--- config.mk ---
export PLATFORM = sky130hd
export DESIGN_NAME = mem_rsp_unit
export DESIGN_NICKNAME = d
export VERILOG_FILES = /design/src/hdl/mem_pkg.sv /design/src/hdl/mem_rsp_unit.sv
export SDC_FILE = /design/constraint.sdc
export NUM_CORES = 1
export LEC_CHECK = 0
export BUFFER_PORTS_ARGS = -buffer_cell sky130_fd_sc_hd__clkbuf_2
export CAP_MARGIN = 20
export CORE_AREA = 3 3 113 115
export DETAILED_ROUTE_END_ITERATION = 8
export DIE_AREA = 0 0 116 118
export PLACE_DENSITY_LB_ADDON = 0.3
export SLEW_MARGIN = 15
export SYNTH_ARGS = -nofsm -noshare
export SYNTH_HDL_FRONTEND = slang
export SYNTH_SLANG_ARGS = --single-unit
--- constraint.sdc ---
create_clock -name clk_i -period 3.58 [get_ports clk_i]
set_clock_uncertainty 0.15 [all_clocks]
set_input_delay 0.537 -clock clk_i [delete_from_list [all_inputs] [get_ports clk_i]]
set_output_delay 0.537 -clock clk_i [all_outputs]
set_load 0.02 [all_outputs]
--- src/hdl/mem_pkg.sv ---
// memory geometry constants for the banked data memory
// request, tag and read data types shared by decoder, wrapper and response unit

package mem_pkg;

  // cut geometry
  localparam int unsigned N_BANKS   = 8;
  localparam int unsigned BANK_W    = 3;     // log2 of N_BANKS
  localparam int unsigned CUT_WORDS = 1024;
  localparam int unsigned CUT_AW    = 10;    // word index inside one cut
  localparam int unsigned DATA_W    = 32;
  localparam int unsigned BE_W      = 4;     // one enable per byte

  // whole memory as seen from the bus
  localparam int unsigned MEM_BYTES = 32768; // N_BANKS * CUT_WORDS * BE_W
  localparam int unsigned ADDR_W    = 32;

  // decoded request towards the SRAM array
  typedef struct packed {
    logic              en;     // in-range request, selects one cut
    logic              we;
    logic [BANK_W-1:0] bank;
    logic [CUT_AW-1:0] idx;
    logic [DATA_W-1:0] wdata;
    logic [BE_W-1:0]   be;
  } mem_req_t;

  // what the response unit has to answer one cycle later
  typedef struct packed {
    logic              valid;  // any request this cycle
    logic              err;    // address outside the memory
    logic              rd;     // in-range read, read data follows
    logic [BANK_W-1:0] bank;
  } mem_tag_t;

  // every cut output, kept apart
  typedef logic [N_BANKS-1:0][DATA_W-1:0] bank_rdata_t;

endpackage

--- src/hdl/mem_rsp_unit.sv ---
// response unit, registered valid and error pulses
// read data mux over the cut outputs, bank captured on in-range reads

`timescale 1ns/10ps

module mem_rsp_unit (
  input  logic                        clk_i,
  input  logic                        arst_n_i,
  input  mem_pkg::mem_tag_t           tag_i,
  input  mem_pkg::bank_rdata_t        bank_rdata_i,
  output logic                        rvalid_o,
  output logic                        err_o,
  output logic [mem_pkg::DATA_W-1:0]  rdata_o
);

  logic [mem_pkg::BANK_W-1:0] bank_q;

  always_ff @(posedge clk_i or negedge arst_n_i)
  begin
    if (!arst_n_i)
    begin
      rvalid_o <= 1'b0;
      err_o    <= 1'b0;
      bank_q   <= '0;
    end
    else
    begin
      rvalid_o <= tag_i.valid;  // one pulse per request
      err_o    <= tag_i.err;
      // writes and errors keep the last read bank
      if (tag_i.rd)
      begin
        bank_q <= tag_i.bank;
      end
    end
  end

  // cut outputs hold between reads, so the mux output holds too
  assign rdata_o = bank_rdata_i[bank_q];

  a_err_with_valid : assert property (@(posedge clk_i) disable iff (!arst_n_i)
    err_o |-> rvalid_o)
    else $error("mem_rsp_unit: err_o without rvalid_o");

  // read data only moves after an in-range read, across the whole array
  a_rdata_hold : assert property (@(posedge clk_i) disable iff (!arst_n_i)
    !$past(tag_i.rd) |-> (rdata_o === $past(rdata_o)))
    else $error("mem_rsp_unit: rdata_o changed without a read");

endmodule

==> qor.csv, run 1 <==
stage,metric,value,unit
synth,ys.flop_type,dfrtp_1,
clock_network,hold_buffers,1,
floorplanning,initial_core_util,0.176,
timing,drv_slew,0,
clock_network,clkLatencyLatePin,230,ps
clock_network,cts_sinks,5,
setup_path,start_kind,flip-flop,
clock_network,numCtsBuffers,3,
timing,timing.fmax,355,MHz
synth,synth.avg_cell_area,17.2,um2
timing,setup_viol,0,
power_and_ir_drop,sw_frac_of_total,0.361,
setup_path,cpLargestDelayFamily,multiplexers,
min_path,hold_path_class,in2reg,
global_routing,track_usage,0.126,
clock_network,postCtsSetupRepairBufs,0,
placed_design,placed_cell_area,3710,um2
timing,fin_setup_tns,0,ps
power_and_ir_drop,power_density,250,nW/um2
synth,synth_edf_count,0,
synth,yosys-top-cells-area,"mux4_2, mux2_2, dfrtp_1",
synth,synth_seq_area_share,0.0597,
placed_design,gp_congestion,0.855,
setup_path,slowest_stage,mux4_1,
synth,synthTopCellsByCount,"mux4_2, mux2_2, clkbuf_1",
power_and_ir_drop,power.switching,342,uW
placed_design,hpwl,8440,um
power_and_ir_drop,p_clk_frac,0.196,
synth,async_reset_ff_frac,1.00,
setup_path,cp_max_fo,33,
final_layout,area_growth,81.4,%
setup_path,worstSetupPathType,reg2out,
power_and_ir_drop,peakVddDrop,140,uV
power_and_ir_drop,p_int,606,uW
clock_network,clk_path_buf_depth,2,
timing,relSlewSlack,0.682,
setup_path,timing.rr.start,bank_q[0]$_DFFE_PN0P_,
power_and_ir_drop,leakage,0.00192,uW
drt,drtIter0Drc,60,
final_layout,drive_gt1_frac,0.981,
drt,vias_per_cell,4.59,
drt,dr.pass1.iters,4,
global_routing,grt-ovfl-total,0,
synth,yosysMostFrequentCell,mux4_2,
clock_network,htreeDepth,1,
drt,remaining_drc_errors,0,
drt,post_drt_wl_per_cell,16.7,um
setup_path,required,2890,ps
synth,ys_types,9,
setup_path,cp_cell_sequence,buf_12 > mux4_1 > mux2_2 > clkbuf_2,
floorplanning,die_w,116,um
synth,synth_nets,386,
timing,hold_violations,0,
clock_network,cts_resized,0,
global_routing,antenna_found_initial,0,
drt,final_antenna_net_count,0,
floorplanning,fp.dieH,118,um
floorplanning,die_area,13700,um2
timing,min_period_over_period,0.786,
clock_network,root_buffer,clkbuf_16,
floorplanning,io_pins,298,
timing,rsz0062_at_grt,false,
floorplanning,rows,40,
synth,ys_warn_count,0,
drt,num_vias,2561,
placed_design,portBuffers,297,
clock_network,clkTransAtPathRegs,30,ps
power_and_ir_drop,seq_power_share,0.083,
floorplanning,core_area,11900,um2
final_layout,diodes,0,
setup_path,rr_worst_depth,2,
flow_run,cap_violations,0,
final_layout,design_area,3800,um2
synth,syn-cell-area,2090,um2
synth,synth-seq-cells,5,
min_path,hold_depth,1,
min_path,hold_path_end,rvalid_o$_DFF_PN0_,
final_layout,nets,676,
timing,fin_ws,767,ps
setup_path,cp.arrival,2130,ps
synth,yosysTopAreaCellShare,0.656,
timing,tightest_slew,477,ps
setup_path,timing.rr.end,bank_q[0]$_DFFE_PN0P_,
global_routing,grt_max_degree,34,
synth,synthCells,122,
drt,wl,9350,um
timing,finalCriticalPeriod,2810,ps
setup_path,cp_num_buf_inv,2,
final_layout,fillers,1239,
global_routing,grt_pass1_vias,2802,
clock_network,cts_tree,yes,
setup_path,critPathMaxStageDelay,580,ps
setup_path,ff2ff_setup_slack,2210,ps
placed_design,preCtsSetupSlack,967,ps
setup_path,crit_path_end_kind,output port,
global_routing,grt_pass1_wl,13900,um
power_and_ir_drop,power_frac_comb,0.721,
min_path,min-delay-start,tag_i[5],
run_status,outcome,finished clean,
synth,netlist.top_cell.by_area,mux4_2,
-- registers in the layout, summed over array words and instances (netlist names) --
| signal | flops |
|---|---|
| err_o | 1 |
| rvalid_o | 1 |
| bank_q | 3 |
-- metal layers --
layer  vias to the layer above  global-route usage  share of wire
met5                         -                   0              0
met4                         0              0.0181         0.0070
met3                         6              0.0262           0.11
met2                       183               0.238           0.52
met1                      1216               0.147           0.36
li1                       1156                   -              -
-- cell type report --
type                       instances  area (um2)  area share
clock buffer                       4        78.8      0.0208
multi-input combinational         99        1850       0.486
sequential                         5         130      0.0343
tap                              147         184      0.0484
timing repair buffer             303        1560       0.410
-- cells by family (layout without fill, tap and decap cells) --
group / count (synthesis) / after routing / share of synthesized area
flip-flops: 5 / 5 / 0.0597
buffers and inverters: 18 / 307 / 0.0585
multiplexers: 99 / 99 / 0.882
-- per-stage QoR --
step | std cells | hold WS, ps | utilization | power (uW)
floorplan | 122 | 91.4 | - | 522
global placement | 553 | 210 | 0.311 | 763
detailed placement | 553 | 211 | 0.311 | 770
CTS | 558 | 268 | 0.319 | 959
global route | 558 | 270 | 0.319 | 1010
finish | 558 | 267 | 0.319 | 948
-- cells in the final DEF, fill, tap and decap left out --
master           n
mux4_1           3
dfrtp_1          3
clkbuf_2       297
dfrtp_4          1
buf_4            3
clkbuf_16        3
buf_12           2
mux4_2          61
dlygate4sd3_1    1
clkbuf_1         1
dfrtp_2          1
mux2_2          35
-- power groups by stage --
stage | Clock [uW] | Combinational [uW] | Sequential, uW
after CTS | 185 | 694 | 79.4
after global routing | 193 | 734 | 81.5
after detailed placement | 0 | 690 | 80.2
after floorplan | 0 | 457 | 65.1
final | 185 | 684 | 78.9
after global placement | 0 | 683 | 79.8
-- worst max-delay path by stage --
stage	from	end	slack, ps	cells past startpoint
2_1_floorplan	bank_q[0]$_DFFE_PN0P_	rdata_o[14]	1370	4
3_3_place_gp	bank_q[0]$_DFFE_PN0P_	rdata_o[14]	1000	4
3_5_place_dp	bank_q[0]$_DFFE_PN0P_	rdata_o[31]	970	4
4_1_cts	bank_q[0]$_DFFE_PN0P_	rdata_o[31]	720	4
5_1_grt	bank_q[0]$_DFFE_PN0P_	rdata_o[31]	650	4
6_report	bank_q[0]$_DFFE_PN0P_	rdata_o[14]	770	4
No activity file was read; power rests on OpenSTA's default activity.
==> run 2, diff against run 1 <==
--- a/config.mk
+++ b/config.mk
@@ -5,11 +5,12 @@
 export SDC_FILE = /design/constraint.sdc
 export NUM_CORES = 1
 export LEC_CHECK = 0
+export ABC_AREA = 1
 export BUFFER_PORTS_ARGS = -buffer_cell sky130_fd_sc_hd__clkbuf_2
 export CAP_MARGIN = 20
-export CORE_AREA = 3 3 113 115
+export CORE_AREA = 3 3 115 117
 export DETAILED_ROUTE_END_ITERATION = 8
-export DIE_AREA = 0 0 116 118
+export DIE_AREA = 0 0 118 120
 export PLACE_DENSITY_LB_ADDON = 0.3
 export SLEW_MARGIN = 15
 export SYNTH_ARGS = -nofsm -noshare
==> constraint.sdc (replaced) <==
create_clock -name clk_i -period 2.4 [get_ports clk_i]
set_clock_uncertainty 0.15 [all_clocks]
set_input_delay 0.36 -clock clk_i [delete_from_list [all_inputs] [get_ports clk_i]]
set_output_delay 0.36 -clock clk_i [all_outputs]
set_load 0.02 [all_outputs]
==> run 2 against run 1 <==
Compared with the run above: count of clock-buffer cells in the layout unchanged; critical endpoint is now rdata_o[12]; first-iteration DRC count rose to 4.3 times the previous value; critical path depth grew 3; synthesized cell count increased to 7.1 times the previous value; sequential power is 26% higher; global-route usage increased by 6.6 points; die area up 3.4%; clock power increased by 46%; wire length is 52% higher; via count increased by 110%; utilization rose by 10 points.
==> qor.csv, run 2 <==
stage,metric,value,unit
setup_path,cp_num_buf_inv,2,
setup_path,timing.rr.start,bank_q[0]$_DFFE_PN0P_,
power_and_ir_drop,peakVddDrop,190,uV
flow_run,cap_violations,0,
power_and_ir_drop,power.switching,805,uW
drt,drtIter0Drc,258,
floorplanning,initial_core_util,0.288,
synth,yosys-top-cells-area,"nand2_1, inv_1, nand3_1",
power_and_ir_drop,seq_power_share,0.062,
clock_network,clk_path_buf_depth,2,
setup_path,cp_max_fo,69,
synth,ys_warn_count,0,
final_layout,regArea,130,um2
drt,vias_per_cell,4.19,
global_routing,grt-ovfl-total,0,
synth,yosysTopAreaCellShare,0.438,
final_layout,area_growth,46.7,%
drt,num_vias,5447,
final_layout,fillers,1533,
final_layout,layout_common_cells,"nand2_1, clkbuf_2, inv_1",
final_layout,multiInputGateArea,2230,um2
setup_path,timing.rr.end,bank_q[0]$_DFFE_PN0P_,
final_layout,final_common_cell,nand2_1,
final_layout,design_area,5270,um2
final_layout,reg.largest.list,"bank_q x3, err_o x1, rvalid_o x1",
power_and_ir_drop,p_clk_frac,0.169,
synth,ys_types,10,
global_routing,antenna_found_initial,0,
timing,whs,89.3,ps
drt,remaining_drc_errors,0,
timing,setup_viol,0,
synth,async_reset_ff_frac,1.00,
synth,synth_seq_area_share,0.0349,
synth,yosysMostFrequentCell,nand2_1,
final_layout,diodes,0,
placed_design,placed_cell_area,5170,um2
drt,post_drt_wl_per_cell,10.9,um
timing,finalCriticalPeriod,2200,ps
setup_path,cp_cell_sequence,buf_6 > nand2_1 > nand3_1 > nand2_1 > nand2_1 > nand2_1 > clkbuf_2,
setup_path,rr_worst_depth,3,
timing,relSlewSlack,0.655,
setup_path,crit_path_end_kind,output port,
synth,netlist.top_cell.by_area,nand2_1,
setup_path,slowest_stage,dfrtp_4,
clock_network,clkLatencyLatePin,230,ps
synth,synth.avg_cell_area,4.16,um2
global_routing,grt_max_degree,78,
setup_path,required,1890,ps
power_and_ir_drop,sw_frac_of_total,0.501,
synth,synth_nets,1127,
min_path,hold_path_class,in2reg,
setup_path,cpLargestDelayFamily,buffers and inverters,
setup_path,start_kind,flip-flop,
drt,wl,14200,um
clock_network,clkTransAtPathRegs,30,ps
clock_network,cts_tree,yes,
floorplanning,die_w,118,um
clock_network,numCtsBuffers,3,
timing,fin_ws,202,ps
setup_path,cpMostUsedCell,nand2_1,
drt,dr.pass1.iters,4,
clock_network,root_buffer,clkbuf_16,
final_layout,drive_gt1_frac,0.280,
placed_design,preCtsSetupSlack,285,ps
floorplanning,io_pins,298,
clock_network,htreeDepth,1,
global_routing,grt_pass1_vias,5045,
clock_network,cts_sinks,5,
global_routing,track_usage,0.192,
final_layout,fin_util,0.423,
timing,timing.fmax,455,MHz
synth,synth_edf_count,0,
placed_design,hpwl,11300,um
synth,syn-cell-area,3590,um2
synth,synth-seq-cells,5,
timing,min_period_over_period,0.916,
placed_design,gp_congestion,0.828,
final_layout,regMostFlops,bank_q,
global_routing,grt_pass1_wl,23000,um
synth,synthCells,863,
power_and_ir_drop,power_frac_comb,0.769,
timing,tightest_slew,517,ps
synth,ys.flop_type,dfrtp_1,
timing,hold_violations,0,
setup_path,worstSetupPathType,reg2out,
power_and_ir_drop,leakage,0.00417,uW
setup_path,cp-endpoint,rdata_o[12],
final_layout,nets,1393,
timing,fin_setup_tns,0,ps
timing,rsz0062_at_grt,false,
floorplanning,fp.dieH,120,um
power_and_ir_drop,p_int,802,uW
setup_path,cp.arrival,1690,ps
floorplanning,core_area,12500,um2
final_layout,largest_register_ffs,3,
timing,drv_slew,0,
drt,final_antenna_net_count,0,
setup_path,ff2ff_setup_slack,1090,ps
floorplanning,die_area,14200,um2
floorplanning,rows,41,
setup_path,startpoint,bank_q[0]$_DFFE_PN0P_,
placed_design,portBuffers,297,
run_status,outcome,finished clean,
power_and_ir_drop,power_density,305,nW/um2
synth,synthTopCellsByCount,"nand2_1, inv_1, nand3_1",
setup_path,critPathMaxStageDelay,440,ps
setup_path,cp.depth,7,
run 2: cell count changes after synthesis, moves of 26 or more:
cell	delta
nand2_1	+419
inv_1	+258
mux4_2	-61
buf_2	+26
mux2_2	-35
nand3_1	+128
run 2: worst min path at each step:
| stage | slack, ps | end | startpoint | cells past startpoint |
|---|---|---|---|---|
| 2_1_floorplan | -90 | bank_q[0]$_DFFE_PN0P_ | arst_n_i | 0 |
| 3_3_place_gp | 30 | err_o$_DFF_PN0_ | arst_n_i | 1 |
| 3_5_place_dp | 30 | err_o$_DFF_PN0_ | arst_n_i | 1 |
| 4_1_cts | 90 | err_o$_DFF_PN0_ | tag_i[4] | 1 |
| 5_1_grt | 90 | err_o$_DFF_PN0_ | tag_i[4] | 1 |
| 6_report | 90 | err_o$_DFF_PN0_ | tag_i[4] | 1 |
run 2: final cells by class:
cell class	instances	area share
multi-input cells	550	0.423
repair buffers	310	0.311
inverters	259	0.185
well taps	172	0.0409
flip-flops and latches	5	0.0247
clock buffers	4	0.0150
run 2: kinds of logic (layout without fill, tap and decap cells):
kind of cell           count (synthesis)  after routing  share of synthesized area
and+or+nand+nor                      547            547                      0.617
buffers and inverters                308            573                      0.344
DFF                                    5              5                     0.0349
AOI/OAI and AO/OA                      3              3                    0.00418
run 2: stage by stage:
| step | power, uW | instances |
|---|---|---|
| floorplan | 883 | 863 |
| global placement | 1340 | 1295 |
| detailed placement | 1350 | 1295 |
| CTS | 1630 | 1300 |
| global route | 1790 | 1300 |
| finish | 1610 | 1300 |
run 2: power groups by stage:
stage	clock network (uW)	logic [uW]	registers (uW)
floorplan	0	787	96.6
global placement	0	1240	101
detailed placement	0	1250	101
CTS	274	1250	99.8
global route	282	1410	101
finish	271	1240	99.5
run 2: timing repair:
action	CTS	global route
endpoints found under the setup margin	0	24
endpoints found under the hold margin	5	0
hold buffers	1	0
buffers inserted	0	0
resized for setup	0	1
run 2: metal layers:
metal | part of all wire | vias up | track usage | routed length (um)
met5 | 0 | - | 0 | 0
met4 | 0.024 | 0 | 0.0535 | 336
met3 | 0.076 | 24 | 0.0316 | 1080
met2 | 0.49 | 208 | 0.356 | 6940
met1 | 0.41 | 2270 | 0.227 | 5830
li1 | - | 2945 | - | -
