===== src/hdl/mem_pkg.sv =====
// memory geometry constants for the banked data memory
// request, tag and read data types shared by decoder, wrapper and response unit

package mem_pkg;

  // cut geometry
  localparam int unsigned N_BANKS   = 8;
  localparam int unsigned BANK_W    = 3;     // log2 of N_BANKS
  localparam int unsigned CUT_WORDS = 1024;
  localparam int unsigned CUT_AW    = 10;    // word index inside one cut
  localparam int unsigned DATA_W    = 32;
  localparam int unsigned BE_W      = 4;     // one enable per byte

  // whole memory as seen from the bus
  localparam int unsigned MEM_BYTES = 32768; // N_BANKS * CUT_WORDS * BE_W
  localparam int unsigned ADDR_W    = 32;

  // decoded request towards the SRAM array
  typedef struct packed {
    logic              en;     // in-range request, selects one cut
    logic              we;
    logic [BANK_W-1:0] bank;
    logic [CUT_AW-1:0] idx;
    logic [DATA_W-1:0] wdata;
    logic [BE_W-1:0]   be;
  } mem_req_t;

  // what the response unit has to answer one cycle later
  typedef struct packed {
    logic              valid;  // any request this cycle
    logic              err;    // address outside the memory
    logic              rd;     // in-range read, read data follows
    logic [BANK_W-1:0] bank;
  } mem_tag_t;

  // every cut output, kept apart
  typedef logic [N_BANKS-1:0][DATA_W-1:0] bank_rdata_t;

endpackage


===== src/hdl/mem_req_decode.sv =====
// request decoder, range check and address split into bank and word index
// also builds the tag for the response unit

`timescale 1ns/10ps

module mem_req_decode (
  input  logic                        req_i,
  input  logic                        we_i,
  input  logic [mem_pkg::ADDR_W-1:0]  addr_i,
  input  logic [mem_pkg::DATA_W-1:0]  wdata_i,
  input  logic [mem_pkg::BE_W-1:0]    be_i,
  output mem_pkg::mem_req_t           mem_req_o,
  output mem_pkg::mem_tag_t           tag_o
);

  logic in_range;

  always_comb
  begin
    in_range = (addr_i < mem_pkg::MEM_BYTES);

    // low byte-offset bits are dropped, accesses are word aligned
    mem_req_o.en    = req_i & in_range;
    mem_req_o.we    = we_i;
    mem_req_o.bank  = addr_i[$clog2(mem_pkg::BE_W) + mem_pkg::CUT_AW +: mem_pkg::BANK_W];
    mem_req_o.idx   = addr_i[$clog2(mem_pkg::BE_W) +: mem_pkg::CUT_AW];
    mem_req_o.wdata = wdata_i;
    mem_req_o.be    = be_i;

    tag_o.valid = req_i;
    tag_o.err   = req_i & ~in_range;
    tag_o.rd    = req_i & in_range & ~we_i;  // only these move read data
    tag_o.bank  = mem_req_o.bank;
  end

endmodule


===== config.mk =====
export PLATFORM = sky130hd
export DESIGN_NAME = mem_req_decode
export DESIGN_NICKNAME = d
export VERILOG_FILES = /design/src/hdl/mem_pkg.sv /design/src/hdl/mem_req_decode.sv
export SDC_FILE = /design/constraint.sdc
export NUM_CORES = 1
export LEC_CHECK = 0
export ABC_AREA = 1
export BUFFER_PORTS_ARGS = -buffer_cell sky130_fd_sc_hd__buf_4
export CAP_MARGIN = 20
export CORE_ASPECT_RATIO = 0.9
export CORE_UTILIZATION = 23
export DETAILED_ROUTE_END_ITERATION = 7
export GPL_TIMING_DRIVEN = 0
export PLACE_DENSITY = 0.85
export RECOVER_POWER = 100
export SLEW_MARGIN = 10
export SYNTH_ARGS = -nofsm -noshare
export SYNTH_HDL_FRONTEND = slang
export SYNTH_SLANG_ARGS = --single-unit

===== constraint.sdc =====
create_clock -name vclk -period 0.8
set_input_delay 0.08 -clock vclk [all_inputs]
set_output_delay 0.08 -clock vclk [all_outputs]
set_load 0.02 [all_outputs]

==> results.py, run 1 <==
metrics = {
    "clocking": {
        "hold_buffers": 0,
        "post-cts-setup-buffer-count": 0,
    },
    "timing": {
        "fmax_mhz": 1012,
        "setup_viol": 3,
        "worst_slack_ns": -0.1886,
        "period_minus_slack_ns": 0.9886,
        "slew_violations": 0,
        "period_share_pct": 123.6,
        "finalHoldViolCount": 0,
        "relSlewSlack_pct": 82.27,
        "rsz0062_at_grt": "yes",
        "worst_pin_slew_ns": 0.2671,
    },
    "drt": {
        "met1_length_um": 469,
        "top_layer_used": "met3",
        "wl_met2_um": 1126,
        "vias_per_cell": 3.695,
        "drtIter0Drc": 3,
        "num_vias": 643,
        "drc": 0,
        "drtPass1Iterations": 2,
        "finalWirelength_um": 1761,
        "dr_wl_met3_um": 165,
        "wl_per_cell_um": 10.12,
        "drtAntennaViolNets": 0,
    },
    "cells_and_area": {
        "nFillCells": 238,
        "area_growth_pct": 87.22,
        "final_util_pct": 47.48,
        "fin_area_um2": 953.4,
        "nClkBuffers": 0,
        "final_nets": 221,
        "antenna_cells": 0,
        "numSequentialCells": 0,
        "regArea_um2": 0,
        "drive_gt1_share_pct": 55.70,
    },
    "yosys": {
        "yosysWarnings": 0,
        "netlist-cell-type-count": 9,
        "ys_seq_area_share_pct": 0,
        "netlist_instances": 73,
        "syn_area_um2": 509.2,
        "syn_nets": 143,
        "syn_area_per_cell_um2": 6.976,
    },
    "pwr": {
        "clkPwrFrac_pct": 0,
        "p_sw_uw": 302.7,
        "irDropWorstVdd_mv": 0.3473,
        "p_comb_share_pct": 100.0,
        "seqPwrFrac_pct": 0,
        "p_int_uw": 295.8,
        "power_leakage_uw": 0.0004860,
        "sw_frac_of_total_pct": 50.58,
        "power.density_mw_per_mm2": 627.7,
    },
    "floorplanning": {
        "fp.dieArea_mm2": 0.002407,
        "die_h_um": 46.64,
        "core_mm2": 0.002008,
        "io_pins": 127,
        "rows": 15,
        "initial_core_util_pct": 25.36,
        "die_x_um": 51.60,
    },
    "global_route": {
        "antenna_found_initial": 0,
        "grt_pass1_wl_um": 2111,
        "overflow": 0,
        "grt_pass1_vias": 502,
        "grt_start_max_net_pins": 4,
        "track_usage_pct": 11.36,
    },
    "placed_design": {
        "place_congestion": 0.5819,
        "port_buffers": 76,
        "hpwl_um": 1629,
        "placed_area_mm2": 0.001116,
    },
    "critical_path": {
        "critPathMaxFanout": 2,
        "cp.required_ns": 0.72,
        "worstPathArrival_ns": 0.91,
        "crit_type": "in2out",
        "path_delay_family": "simple AND/OR/NAND/NOR gates",
        "crit_path_end_kind": "output pin",
        "critPathMaxStageDelay_ns": 0.25,
        "cp_slowest_cell": "or2_4",
        "crit_buf_inv": 2,
        "crit_chain": "buf_6 -> or2_4 -> nor2_4 -> nand4_4 -> nor2_4 -> buf_6",
        "startpoint_type": "input port",
    },
    "status": {
        "status": "complete, but fails checks",
        "violations": "setup timing",
    },
    "hold_path": {
        "hold_class": "in2out",
    },
    "job": {
        "maxCapViolations": 0,
    },
}
==> power groups by stage <==
stage,Clock (uW),Sequential (uW),Combinational [uW]
floorplan,0,0,416
global placement,0,0,703
detailed placement,0,0,712
CTS,0,0,719
global route,0,0,636
finish,0,0,598
==> layout make-up <==
type | count | area [um2] | area share [%]
plain buffers | 54 | 405.4 | 42.52
repair buffers | 76 | 386.6 | 40.55
multi-input cells | 17 | 122.6 | 12.86
well taps | 25 | 31.28 | 3.281
inverters | 2 | 7.507 | 0.7874
==> cell usage after synthesis, drive strengths merged <==
cell	count	area, um2
buf	54	405.4
nor2	9	41.29
nand2	4	15.01
inv	2	7.510
nand3	1	5.000
nand4	1	12.51
nor3	1	16.27
or2	1	6.260
==> placed cells by master, fill, tap and decap left out <==
cell	n
inv_1	1
nor2_1	6
nor2_4	3
inv_2	1
nand3_1	1
nor3_4	1
nand4_4	1
or2_4	1
clkbuf_1	54
buf_4	71
nand2_1	4
buf_6	5
==> what timing repair did <==
action                                  in CTS  in global routing
endpoints found under the setup margin       3                  3
pin swaps                                    3                  5
gates resized for setup                      6                  4
gates cloned                                 0                  0
==> layer usage <==
layer  global-route usage (%)  up-vias
met5                        0        -
met4                        0        0
met3                   0.6601        0
met2                    26.49       49
met1                    11.35      275
li1                         -      319
==> worst paths after layout <==
check	start	cells past startpoint	to	slack [ns]
worst max-delay path	addr_i[28]	6	tag_o[3]	-0.19
worst min-delay path	we_i	3	tag_o[3]	0.40
==> stage by stage <==
step | cells | setup WS, ns | hold WS (ns) | total power, uW | TNS, ns
6_report | 174 | -0.1886 | 0.4048 | 598.4 | -0.4607
2_1_floorplan | 73 | -0.01369 | 0.1924 | 415.6 | -0.01463
5_1_grt | 174 | -0.2497 | 0.4175 | 635.5 | -0.6358
4_1_cts | 174 | -0.1828 | 0.3569 | 718.6 | -0.4413
3_5_place_dp | 174 | -0.2397 | 0.3571 | 712.4 | -0.6378
3_3_place_gp | 174 | -0.2403 | 0.3573 | 703.4 | -0.6439
==> cells by family (layout without fill, tap and decap cells) <==
group,Yosys count,in the layout,synth area share (%)
simple gates,17,17,18.92
buf+inv,56,132,81.08
No activity file was read; power rests on OpenSTA's default activity.
==> run 2, diff against run 1 <==
PLACE_DENSITY = default   (was 0.85)
PLACE_DENSITY_LB_ADDON = 0.15   (was default)
==> results.py, run 2 (same netlist as run 1, synthesis figures left out) <==
metrics = {
    "hold_path": {
        "hold_class": "in2out",
        "hold_start": "we_i",
        "hold_depth": 3,
        "hold-path-endpoint": "tag_o[3]",
    },
    "floorplanning": {
        "die_h_um": 46.64,
        "core_mm2": 0.002008,
        "fp.dieArea_mm2": 0.002407,
        "io_pins": 127,
        "rows": 15,
        "initial_core_util_pct": 25.36,
        "die_x_um": 51.60,
    },
    "drt": {
        "num_vias": 652,
        "wl_per_cell_um": 8.580,
        "finalWirelength_um": 1493,
        "drtIter0Drc": 4,
        "drtPass1Iterations": 4,
        "vias_per_cell": 3.747,
        "drtAntennaViolNets": 0,
        "drc": 0,
    },
    "placed_design": {
        "placed_area_mm2": 0.001116,
        "dp_slack_ns": -0.2302,
        "place_congestion": 0.6208,
        "placed_cells": 174,
        "hpwl_um": 1415,
        "port_buffers": 76,
    },
    "cells_and_area": {
        "layout_common_cells": "69 x buf_4, 54 x clkbuf_1, 7 x buf_6",
        "area_growth_pct": 85.50,
        "stdcell_count": 174,
        "fin_area_um2": 944.7,
        "antenna_cells": 0,
        "drive_gt1_share_pct": 55.70,
        "regArea_um2": 0,
        "nClkBuffers": 0,
        "final_nets": 221,
        "final_common_cell": "buf_4",
        "numSequentialCells": 0,
    },
    "critical_path": {
        "crit_path_end_kind": "output pin",
        "critPathMaxStageDelay_ns": 0.22,
        "crit_top_cell": "buf_6",
        "cp_slowest_cell": "or2_1",
        "crit_chain": "buf_6 -> or2_1 -> nor2_2 -> nand4_2 -> nor2_4 -> buf_6",
        "startpoint_type": "input port",
        "crit_type": "in2out",
        "worstPathArrival_ns": 0.92,
        "cp.required_ns": 0.72,
        "critPathMaxFanout": 2,
    },
    "global_route": {
        "grt_pass1_wl_um": 1787,
        "antenna_found_initial": 0,
        "overflow": 0,
        "grt_start_max_net_pins": 4,
        "track_usage_pct": 9.331,
        "grt_pass1_vias": 467,
    },
    "timing": {
        "period_share_pct": 124.6,
        "fmax_mhz": 1003,
        "setup_viol": 3,
        "finalHoldViolCount": 0,
        "worst_slack_ns": -0.1965,
        "slew_violations": 0,
        "worst_pin_slew_ns": 0.2674,
        "relSlewSlack_pct": 82.25,
        "rsz0062_at_grt": "yes",
        "period_minus_slack_ns": 0.9965,
    },
    "status": {
        "status": "complete, but fails checks",
        "violations": "setup timing",
    },
    "pwr": {
        "irDropWorstVdd_mv": 0.2829,
        "p_total_uw": 592.5,
        "power_leakage_uw": 0.0004902,
        "power.density_mw_per_mm2": 627.3,
    },
    "job": {
        "maxCapViolations": 0,
    },
}
-- run 2: cell counts in the layout (fill, tap and decap cells not counted) --
No cell type changed its count.
-- run 2: layer usage --
layer  routed length (um)  vias to the layer above  GRT usage (%)  share of wire [%]
met5                    0                        -              0                  0
met4                    0                        0              0                  0
met3                  216                        0              0                 14
met2                  887                       64          21.82                 59
met1                  389                      269          9.597                 26
li1                     -                      319              -                  -
-- run 2: worst max-delay path by stage --
| stage | start | to |
|---|---|---|
| 2_1_floorplan | addr_i[29] | mem_req_o[50] |
| 3_3_place_gp | addr_i[29] | tag_o[3] |
| 3_5_place_dp | addr_i[29] | tag_o[3] |
| 4_1_cts | addr_i[29] | tag_o[3] |
| 5_1_grt | addr_i[29] | tag_o[3] |
| 6_report | addr_i[29] | tag_o[3] |
-- run 2: where the power goes --
group	total [uW]	switching (uW)	leakage, uW	internal, uW
sequential	0	0	0	0
clock	0	0	0	0
combinational	593	295	0.000490	297
total	593	295	0.000490	297
-- run 2: stage by stage --
step | TNS [ns] | hold slack [ns] | util [%]
floorplan | -0.01463 | 0.1924 | -
global placement | -0.5537 | 0.3573 | 55.58
detailed placement | -0.5889 | 0.3574 | 55.58
CTS | -0.4398 | 0.3572 | 57.01
global route | -0.6765 | 0.4224 | 47.04
finish | -0.4868 | 0.4123 | 47.04
-- run 2: cell type report --
class,instances,area [um2]
Timing Repair Buffer,76,394.1
Fill cell,250,1064
Tap cell,25,31.28
Multi-Input combinational cell,17,106.4
Buffer,54,405.4
Inverter,2,7.507
-- run 2: repair_timing --
action                                 CTS  global route
resized for setup                        8             1
setup endpoints to repair                3             3
pin swaps                                5             1
buffers inserted                         0             0
endpoints found under the hold margin    0             0
hold buffers                             0             0
-- run 2: critical path: cells and delay by family --
kind          cells  cell delay, ns
simple gates      4            0.62
buf+inv           2            0.20
==> run 3, diff against run 2 <==
clock period = 1.1 ns   (was 0.8 ns; I/O delays follow)
==> results.py, run 3 (same netlist as run 1, synthesis figures left out) <==
metrics = {
    "drt": {
        "wl_per_cell_um": 8.305,
        "num_vias": 643,
        "drc": 0,
        "drtIter0Drc": 3,
        "finalWirelength_um": 1445,
        "drtPass1Iterations": 2,
        "drtAntennaViolNets": 0,
        "vias_per_cell": 3.695,
    },
    "job": {
        "maxCapViolations": 0,
    },
    "floorplanning": {
        "rows": 15,
        "die_h_um": 46.64,
        "die_x_um": 51.60,
        "initial_core_util_pct": 25.36,
        "io_pins": 127,
        "core_mm2": 0.002008,
        "fp.dieArea_mm2": 0.002407,
    },
    "timing": {
        "fmax_mhz": 946.8,
        "setup_tns_ns": 0,
        "rsz0062_at_grt": "no",
        "period_minus_slack_ns": 1.056,
        "setup_viol": 0,
        "period_share_pct": 96.02,
        "finalHoldViolCount": 0,
        "relSlewSlack_pct": 82.22,
        "slew_violations": 0,
        "worst_pin_slew_ns": 0.2678,
    },
    "cells_and_area": {
        "multi_input_area_um2": 97.59,
        "layout_common_cells": "74 x buf_4, 54 x clkbuf_1, 6 x nor2_1",
        "final_nets": 221,
        "drive_gt1_share_pct": 54.36,
        "nClkBuffers": 0,
        "fin_area_um2": 910.9,
        "numSequentialCells": 0,
        "area_growth_pct": 78.87,
        "final_common_cell": "buf_4",
        "antenna_cells": 0,
        "regArea_um2": 0,
        "nFillCells": 259,
    },
    "clocking": {
        "post-cts-setup-buffer-count": 0,
        "hold_buffers": 0,
        "cts_resized": 0,
    },
    "critical_path": {
        "path_delay_family": "simple AND/OR/NAND/NOR gates",
        "worstPathArrival_ns": 0.95,
        "startpoint_type": "input port",
        "crit_type": "in2out",
        "crit_buf_inv": 2,
        "cp_slowest_cell": "or2_4",
        "critPathMaxStageDelay_ns": 0.25,
        "crit_path_end_kind": "output pin",
        "critPathMaxFanout": 2,
        "crit_chain": "buf_4 -> or2_4 -> nor2_4 -> nand4_1 -> nor2_2 -> buf_6",
        "cp.required_ns": 0.99,
    },
    "pwr": {
        "irDropWorstVdd_mv": 0.2365,
        "sw_frac_of_total_pct": 50.24,
        "seqPwrFrac_pct": 0,
        "p_comb_share_pct": 100.0,
        "p_int_uw": 210.1,
        "p_sw_uw": 212.2,
        "power.density_mw_per_mm2": 463.6,
        "power_leakage_uw": 0.0004744,
        "clkPwrFrac_pct": 0,
    },
    "status": {
        "status": "completed",
    },
    "global_route": {
        "track_usage_pct": 8.148,
        "antenna_found_initial": 0,
        "grt_pass1_vias": 457,
        "grt_pass1_wl_um": 1587,
        "overflow": 0,
        "grt_start_max_net_pins": 4,
    },
    "placed_design": {
        "port_buffers": 76,
        "placed_area_mm2": 0.001111,
        "place_congestion": 0.6351,
        "hpwl_um": 1377,
    },
    "hold_path": {
        "hold_class": "in2out",
    },
}
-- run 3: through the flow --
stage / total power, uW / hold WS [ns] / setup slack, ns / util [%] / std cells
2_1_floorplan: 302.2 / 0.2676 / 0.2095 / - / 73
3_3_place_gp: 509.0 / 0.4174 / 0.05122 / 55.33 / 174
3_5_place_dp: 513.3 / 0.4172 / 0.03424 / 55.33 / 174
4_1_cts: 513.6 / 0.4170 / 0.03424 / 55.33 / 174
5_1_grt: 450.3 / 0.4626 / 0.002432 / 45.36 / 174
6_report: 422.3 / 0.4566 / 0.04378 / 45.36 / 174
-- run 3: worst min-delay path, delay by kind of cell --
kind          cells  cell delay [ns]
buf+inv           2             0.21
simple gates      1             0.03
-- run 3: power by group through the flow --
stage	Combinational (uW)	Sequential (uW)	Clock [uW]
detailed placement	513	0	0
finish	422	0	0
global placement	509	0	0
global route	450	0	0
CTS	514	0	0
floorplan	302	0	0
-- run 3: final timing paths --
kind                    from  endpoint  slack, ns  depth (start not counted)
setup / recovery  addr_i[29]  tag_o[3]       0.04                          6
hold / removal          we_i  tag_o[3]       0.46                          3
-- run 3: area by class of cell --
type                            instances  share of cell area, %
Buffer                                 54                  44.51
Timing Repair Buffer                   76                  40.52
Multi-Input combinational cell         17                  10.71
Tap cell                               25                  3.434
Inverter                                2                 0.8242
-- run 3: routing by layer --
layer  global-route usage, %  share of wire, %  wire, um  vias up
met4                       0                 0         0        0
met3                  0.3300                16       225        0
met1                   7.678                29       417      260
li1                        -                 -         -      319
met2                   19.74                56       802       64
met5                       0                 0         0        -
